<file path="src/uart_pkg.sv">
// uart subsystem shared definitions
// frame constants, vector types, state encodings and beat structs
package uart_pkg;

	// frame shape, 1 start + 8 data + 2 stop
	localparam int clks_per_bit = 16;	// short bit period for fast sims
	localparam int data_bits    = 8;
	localparam int stop_bits    = 2;
	localparam int fifo_depth   = 8;	// also the host's starting credits

	typedef logic [7:0] uart_byte_t;
	typedef logic [4:0] clk_cnt_t;	// one bit period, with headroom
	typedef logic [3:0] bit_cnt_t;
	typedef logic [3:0] credit_cnt_t;	// 0 .. fifo_depth
	typedef logic [2:0] fifo_ptr_t;

	typedef enum logic [1:0] {
		tx_idle,
		tx_start,
		tx_data,
		tx_stop
	} tx_state_t;

	typedef enum logic [1:0] {
		rx_idle,
		rx_start,
		rx_data,
		rx_stop
	} rx_state_t;

	// host to buffer, one byte per valid cycle
	typedef struct packed {
		logic       valid;
		uart_byte_t data;
	} tx_beat_t;

	typedef struct packed {
		logic       valid;
		uart_byte_t data;
		logic       frame_err;	// first stop bit read low
	} rx_beat_t;

endpackage

</file>
<file path="src/tx_credit_fifo.sv">
// transmit credit buffer
// circular byte store filled by host beats and drained by the transmitter
// returns one credit to the host per byte popped
`timescale 1ns/10ps

module tx_credit_fifo (
	input  logic                 sys_clk,
	input  logic                 sys_rst_n,
	input  uart_pkg::tx_beat_t   host_beat,
	input  logic                 pop,
	output uart_pkg::uart_byte_t head,
	output logic                 not_empty,
	output logic                 credit_ret
);

	import uart_pkg::*;

	uart_byte_t  mem [fifo_depth];
	fifo_ptr_t   wr_ptr;
	fifo_ptr_t   rd_ptr;
	credit_cnt_t count;	// occupancy
	logic        full;
	logic        do_write;
	logic        do_pop;

	assign full      = (count == credit_cnt_t'(fifo_depth));
	assign not_empty = (count != '0);
	assign do_write  = host_beat.valid;
	assign do_pop    = pop && not_empty;

	// byte storage
	always_ff @(posedge sys_clk) begin
		if (do_write)
			mem[wr_ptr] <= host_beat.data;
	end

	// pointers wrap by width since depth is a power of two
	always_ff @(posedge sys_clk or negedge sys_rst_n) begin
		if (!sys_rst_n) begin
			wr_ptr <= '0;
			rd_ptr <= '0;
		end else begin
			if (do_write)
				wr_ptr <= wr_ptr + 1'b1;
			if (do_pop)
				rd_ptr <= rd_ptr + 1'b1;
		end
	end

	always_ff @(posedge sys_clk or negedge sys_rst_n) begin
		if (!sys_rst_n) begin
			count <= '0;
		end else begin
			case ({do_write, do_pop})
				2'b10:   count <= count + 1'b1;
				2'b01:   count <= count - 1'b1;
				default: count <= count;	// both or neither
			endcase
		end
	end

	assign head = mem[rd_ptr];

	// credit goes back in the pop cycle itself
	assign credit_ret = do_pop;

	// host only writes while it holds a credit so the buffer never overfills
	a_no_write_when_full: assert property (
		@(posedge sys_clk) disable iff (!sys_rst_n)
		host_beat.valid |-> !full
	) else $error("tx_credit_fifo: host wrote while buffer full");

	// transmitter must not pull from an empty buffer
	a_no_pop_when_empty: assert property (
		@(posedge sys_clk) disable iff (!sys_rst_n)
		pop |-> not_empty
	) else $error("tx_credit_fifo: pop while buffer empty");

endmodule

</file>
<file path="src/uart_tx.sv">
// uart frame serializer
// pops one byte from the credit buffer and sends start, 8 data bits lsb first
// and two stop bits, each bit held for clks_per_bit clocks
`timescale 1ns/10ps

module uart_tx (
	input  logic                 sys_clk,
	input  logic                 sys_rst_n,
	input  uart_pkg::uart_byte_t head,
	input  logic                 not_empty,
	output logic                 pop,
	output logic                 tx,
	output logic                 tx_busy
);

	import uart_pkg::*;

	tx_state_t  state;
	clk_cnt_t   clk_cnt;	// position inside current bit
	bit_cnt_t   bit_cnt;	// data or stop bit index
	uart_byte_t shift_buf;
	logic       bit_end;
	logic       data_last;
	logic       stop_last;

	assign bit_end   = (clk_cnt == clk_cnt_t'(clks_per_bit - 1));
	assign data_last = (bit_cnt == bit_cnt_t'(data_bits - 1));
	assign stop_last = (bit_cnt == bit_cnt_t'(stop_bits - 1));

	// take the next byte as soon as the line is free
	assign pop     = (state == tx_idle) && not_empty;
	assign tx_busy = (state != tx_idle);

	always_ff @(posedge sys_clk or negedge sys_rst_n) begin
		if (!sys_rst_n) begin
			state <= tx_idle;
		end else begin
			case (state)
				tx_idle:
					if (pop)
						state <= tx_start;
				tx_start:
					if (bit_end)
						state <= tx_data;
				tx_data:
					if (bit_end && data_last)
						state <= tx_stop;
				tx_stop:
					if (bit_end && stop_last)
						state <= tx_idle;	// next pop can follow right away
				default:
					state <= tx_idle;
			endcase
		end
	end

	// bit period counter, held at zero while idle
	always_ff @(posedge sys_clk or negedge sys_rst_n) begin
		if (!sys_rst_n)
			clk_cnt <= '0;
		else if (state == tx_idle || bit_end)
			clk_cnt <= '0;
		else
			clk_cnt <= clk_cnt + 1'b1;
	end

	always_ff @(posedge sys_clk or negedge sys_rst_n) begin
		if (!sys_rst_n) begin
			bit_cnt <= '0;
		end else begin
			case (state)
				tx_data:
					if (bit_end)
						bit_cnt <= data_last ? '0 : bit_cnt + 1'b1;
				tx_stop:
					if (bit_end)
						bit_cnt <= stop_last ? '0 : bit_cnt + 1'b1;
				default:
					bit_cnt <= '0;
			endcase
		end
	end

	// byte latched at pop, shifted right as each bit goes out
	always_ff @(posedge sys_clk) begin
		if (pop)
			shift_buf <= head;
		else if (bit_end && (state == tx_start || state == tx_data))
			shift_buf <= shift_buf >> 1;
	end

	// line register, idles high
	always_ff @(posedge sys_clk or negedge sys_rst_n) begin
		if (!sys_rst_n) begin
			tx <= 1'b1;
		end else begin
			case (state)
				tx_idle:
					tx <= !pop;	// start bit follows pop
				tx_start:
					if (bit_end)
						tx <= shift_buf[0];	// lsb first
				tx_data:
					if (bit_end)
						tx <= data_last ? 1'b1 : shift_buf[0];
				default:
					tx <= 1'b1;	// stop bits
			endcase
		end
	end

	// line can only be low for a start or data bit
	a_tx_low_in_frame: assert property (
		@(posedge sys_clk) disable iff (!sys_rst_n)
		!tx |-> (state == tx_start || state == tx_data)
	) else $error("uart_tx: line low outside start or data bits");

endmodule

</file>
<file path="src/uart_rx.sv">
// uart frame receiver
// synchronizes the line, finds the start bit and samples every bit at its
// middle, then reports the byte with a framing-error flag
`timescale 1ns/10ps

module uart_rx (
	input  logic               sys_clk,
	input  logic               sys_rst_n,
	input  logic               rx,
	output uart_pkg::rx_beat_t rx_beat
);

	import uart_pkg::*;

	rx_state_t  state;
	logic       rx_meta;
	logic       rx_sync;
	logic       rx_d;	// previous synchronized level
	clk_cnt_t   clk_cnt;
	bit_cnt_t   bit_cnt;
	uart_byte_t shift_reg;
	logic       fall;
	logic       half_pt;
	logic       bit_end;
	logic       stop_done;
	logic       data_last;

	// two flop synchronizer plus edge history
	always_ff @(posedge sys_clk or negedge sys_rst_n) begin
		if (!sys_rst_n) begin
			rx_meta <= 1'b1;
			rx_sync <= 1'b1;
			rx_d    <= 1'b1;
		end else begin
			rx_meta <= rx;
			rx_sync <= rx_meta;
			rx_d    <= rx_sync;
		end
	end

	assign fall      = rx_d && !rx_sync;
	assign half_pt   = (clk_cnt == clk_cnt_t'(clks_per_bit / 2 - 1));
	assign bit_end   = (clk_cnt == clk_cnt_t'(clks_per_bit - 1));
	assign data_last = (bit_cnt == bit_cnt_t'(data_bits - 1));
	// rest of the stop bit after its sample point
	assign stop_done = (clk_cnt == clk_cnt_t'(clks_per_bit + clks_per_bit / 2 - 1));

	always_ff @(posedge sys_clk or negedge sys_rst_n) begin
		if (!sys_rst_n) begin
			state <= rx_idle;
		end else begin
			case (state)
				rx_idle:
					if (fall)
						state <= rx_start;
				rx_start:
					if (half_pt)
						state <= rx_sync ? rx_idle : rx_data;	// high again means glitch
				rx_data:
					if (bit_end && data_last)
						state <= rx_stop;
				rx_stop:
					if (stop_done)
						state <= rx_idle;	// second stop bit counts as idle
				default:
					state <= rx_idle;
			endcase
		end
	end

	// counter restarts at the start midpoint so later samples land mid-bit
	always_ff @(posedge sys_clk or negedge sys_rst_n) begin
		if (!sys_rst_n) begin
			clk_cnt <= '0;
		end else begin
			case (state)
				rx_start: clk_cnt <= half_pt ? '0 : clk_cnt + 1'b1;
				rx_data:  clk_cnt <= bit_end ? '0 : clk_cnt + 1'b1;
				rx_stop:  clk_cnt <= stop_done ? '0 : clk_cnt + 1'b1;
				default:  clk_cnt <= '0;
			endcase
		end
	end

	always_ff @(posedge sys_clk or negedge sys_rst_n) begin
		if (!sys_rst_n)
			bit_cnt <= '0;
		else if (state != rx_data)
			bit_cnt <= '0;
		else if (bit_end)
			bit_cnt <= data_last ? '0 : bit_cnt + 1'b1;
	end

	// lsb arrives first, so shift in from the top
	always_ff @(posedge sys_clk) begin
		if (state == rx_data && bit_end)
			shift_reg <= {rx_sync, shift_reg[7:1]};
	end

	// beat at the first stop bit sample point
	always_comb begin
		rx_beat.valid     = (state == rx_stop) && bit_end;
		rx_beat.data      = shift_reg;
		rx_beat.frame_err = !rx_sync;
	end

	a_valid_single_cycle: assert property (
		@(posedge sys_clk) disable iff (!sys_rst_n)
		rx_beat.valid |=> !rx_beat.valid
	) else $error("uart_rx: rx_beat.valid held for two cycles");

endmodule

</file>
<file path="src/uart_top.sv">
// uart subsystem top
// host beats go through the credit buffer into the transmitter,
// the receiver runs off its own line input
`timescale 1ns/10ps

module uart_top (
	input  logic               sys_clk,
	input  logic               sys_rst_n,
	input  uart_pkg::tx_beat_t host_beat,
	output logic               credit_ret,
	output logic               tx,
	output logic               tx_busy,
	input  logic               rx,
	output uart_pkg::rx_beat_t rx_beat
);

	import uart_pkg::*;

	uart_byte_t head;	// buffer head byte
	logic       not_empty;
	logic       pop;

	tx_credit_fifo fifo_i (
		.sys_clk    (sys_clk),
		.sys_rst_n  (sys_rst_n),
		.host_beat  (host_beat),
		.pop        (pop),
		.head       (head),
		.not_empty  (not_empty),
		.credit_ret (credit_ret)
	);

	// serializer drains the buffer one frame at a time
	uart_tx tx_i (
		.sys_clk   (sys_clk),
		.sys_rst_n (sys_rst_n),
		.head      (head),
		.not_empty (not_empty),
		.pop       (pop),
		.tx        (tx),
		.tx_busy   (tx_busy)
	);

	uart_rx rx_i (
		.sys_clk   (sys_clk),
		.sys_rst_n (sys_rst_n),
		.rx        (rx),
		.rx_beat   (rx_beat)
	);

endmodule

</file>
<file path="config.mk">
export PLATFORM = sky130hd
export DESIGN_NAME = uart_top
export DESIGN_NICKNAME = d
export VERILOG_FILES = /design/src/uart_pkg.sv /design/src/tx_credit_fifo.sv /design/src/uart_tx.sv /design/src/uart_rx.sv /design/src/uart_top.sv
export SDC_FILE = /design/constraint.sdc
export NUM_CORES = 1
export LEC_CHECK = 0
export BUFFER_PORTS_ARGS = -buffer_cell sky130_fd_sc_hd__buf_2
export CORE_ASPECT_RATIO = 1.1
export CORE_MARGIN = 3
export CORE_UTILIZATION = 68
export CTS_BUF_LIST = sky130_fd_sc_hd__clkbuf_4
export DETAILED_ROUTE_END_ITERATION = 10
export PLACE_DENSITY = 0.92
export SYNTH_ARGS = -nofsm -noshare
export SYNTH_HDL_FRONTEND = slang
export SYNTH_SLANG_ARGS = --single-unit
</file>
<file path="constraint.sdc">
create_clock -name sys_clk -period 4.05 [get_ports sys_clk]
set_clock_uncertainty 0.2 [all_clocks]
set_input_delay 0.2025 -clock sys_clk [delete_from_list [all_inputs] [get_ports sys_clk]]
set_output_delay 0.2025 -clock sys_clk [all_outputs]
set_load 0.02 [all_outputs]
</file>
==> flow_summary.ini <==
[run_status]
status = finished clean

[power]
max-vdd-ir-drop_mv = 0.417
swShare_pct = 34.5
powerDensity_mw_per_mm2 = 688
seq_power_share_pct = 46.3
power.switching_mw = 1.33
combPwrFrac_pct = 29.5
p_int_mw = 2.52
p_leak_nw = 2.16
clkPwrFrac_pct = 24.2

[setup_path]
r2r_start = fifo_i.count[1]
crit_slowest_cell = o41ai_4
cp_cell_sequence = o41ai_4, inv_1, ha_1, nand3b_1, a2111oi_0, nor3_1, xnor2_1
critPathMaxFanout = 19
cp-startpoint = fifo_i.count[1]
end_kind = register
crit_required_ns = 4.24
crit_type = register to register
worst_setup_path_start_kind = register
arrival_ns = 3.47
critPathMaxStageDelay_ns = 0.87

[grt]
grt_use_met2_pct = 39.6
antenna_found_initial = 0
use_met1_pct = 27.9
busiest_layer = met2
grtUsageTotal_pct = 23.4
grt_overflow = 0
grt_pass1_wl_mm = 14.3
grt_util_met3_pct = 6.51
grt_pass1_vias = 2939
grt_max_degree = 37

[synth]
syn-num-nets = 375
synth_compound_area_share_pct = 7.01
yosysTopAreaCell = edfxtp_1
syn_avg_cell_area_sq_um = 14.4
synth_area_leaders = edfxtp_1, dfrtp_1, ha_1
syn_area_sq_mm = 0.00498
synth-main-ff-cell = edfxtp_1
synth-seq-cells = 116
synth_top_area_share_pct = 48.3
synthMuxAreaShare_pct = 8.47
synth_adder_area_share_pct = 4.52
ys_warn_count = 0
yosysMostFrequentCell = edfxtp_1
syn-instance-count = 345
netlist_top_cells_count = edfxtp_1, dfrtp_1, nand2_1
synth_top_family_by_area = simple AND/OR/NAND/NOR gates
async_reset_ff_share_pct = 31.0
synthDistinctLibCells = 44
synth_edf_count = 80
yosys.area_share.simple_pct = 8.54
synthXorXnorAreaFrac_pct = 2.81
synth_seq_area_share_pct = 66.4

[timing]
slew_viol_final = 0
tightestPinTransition_ns = 0.873
grt_setup_unrepaired = no
fin_ws_ns = 0.770
tns_ns = 0
hold_violations = 0
setup_violations = 0
max_freq_mhz = 305
post-route-period-util_pct = 81.0
fin_crit_ns = 3.28
relSlewSlack_pct = 41.6

[route]
wl_per_cell_um = 18.2
vias = 2920
drt_wl_total_mm = 8.88
viasPerCell = 6.00
antenna_left = 0
first_pass_iters = 6
drcViolationCount = 0
drt_iter0_markers = 156

[final_layout]
antenna_cells = 0
final_layout_size_suffix_gt1_share_pct = 21.6
nFillCells = 400
area.growth.synth_to_final_pct = 12.4
largest_reg_flops = 64
nets = 419

[die]
core_region_area_sq_mm = 0.00705
num_io_pins = 25
std_cell_rows = 32
die_height_um = 95.7
die_area_sq_mm = 0.00838
start_util_pct = 70.6
dieWidth_um = 87.6

[clock_network]
root_buffer = clkbuf_4
cts_max_path_buffers = 2
cts_buffers = 17
clock_sinks = 116
post_cts_buffers = 0
path_clk_slew_ns = 0.12
ctsHoldBuffers = 11
h-tree-depth = 4
clkLatencyLatePin_ns = 0.51
ctsResizeCount = 0
cts_tree = done

[run]
cap_violations = 0

[place]
io_buffer_count = 24
dp_slack_ns = 0.886
post-dp-hpwl_mm = 5.62
gp_congestion = 0.777

[hold_path]
holdCritPathClass = input port to async pin
==> per-stage QoR <==
step	std cells	instance area, sq um	hold slack (ns)	total power, mW	util, %
finish	487	5600	0.116	3.85	79.4
global placement	444	5160	0.108	2.84	73.3
detailed placement	444	5160	0.110	2.91	73.3
floorplan	345	4980	-0.293	2.65	-
global route	487	5600	0.113	4.08	79.4
CTS	487	5600	0.112	3.85	79.4
==> per-layer routing <==
metal | routed length [um] | share of wire [%]
met5 | 0 | 0
met1 | 3560 | 40
met3 | 457 | 5.1
met2 | 4680 | 53
met4 | 186 | 2.1
==> placed cells by master (no fill, tap or decap), types with 12 or more instances in the layout <==
master and n:
edfxtp_1 80, nand2_1 26, dfrtp_1 32, mux2_2 17, clkbuf_4 17, mux2i_1 17, buf_2 24, inv_1 12
nor2_1 23, ha_1 18
==> worst paths after layout <==
check                                        to  slack [ns]  cells after the start
worst min register to register     rx_i.rx_sync        0.16                      0
worst max register to register  fifo_i.count[3]        0.77                      7
worst min-delay path            rx_i.bit_cnt[2]        0.12                      2
worst max-delay path            fifo_i.count[3]        0.77                      7
max in group asynchronous       tx_i.clk_cnt[4]        3.01                      2
min in group sys_clk               rx_i.rx_meta        0.14                      2
==> critical path, delay by kind of cell (launching register included) <==
kind            cells  cell delay (ns)
fa+ha+maj           1             0.30
compound gates      2             1.41
buf+inv             1             0.24
simple gates        2             0.35
flops               1             0.50
xor+xnor            1             0.16
==> final cells by class <==
cell class / count / area, sq um / area share (%)
multi-input cells: 204 / 1560 / 27.9
flip-flops and latches: 116 / 3310 / 59.1
repair buffers: 38 / 253 / 4.52
well taps: 85 / 106 / 1.90
clock inverters: 15 / 194 / 3.47
inverters: 12 / 45.0 / 0.805
clock buffers: 17 / 128 / 2.28
==> logic make-up after synthesis <==
logic type / count (synthesis)
XOR/XNOR: 16
AO/OA/AOI/OAI: 46
adder cells (fa/ha/maj): 18
AND/OR/NAND/NOR: 87
flip-flops: 116
buffers and inverters: 25
multiplexers: 37
==> power groups by stage <==
stage | Clock, mW | Combinational, mW | Sequential [mW]
5_1_grt | 0.997 | 1.26 | 1.82
4_1_cts | 0.936 | 1.14 | 1.78
3_5_place_dp | 0 | 1.11 | 1.81
2_1_floorplan | 0 | 0.939 | 1.71
3_3_place_gp | 0 | 1.05 | 1.78
6_report | 0.931 | 1.13 | 1.78
Power figures use the tool's default switching activity.
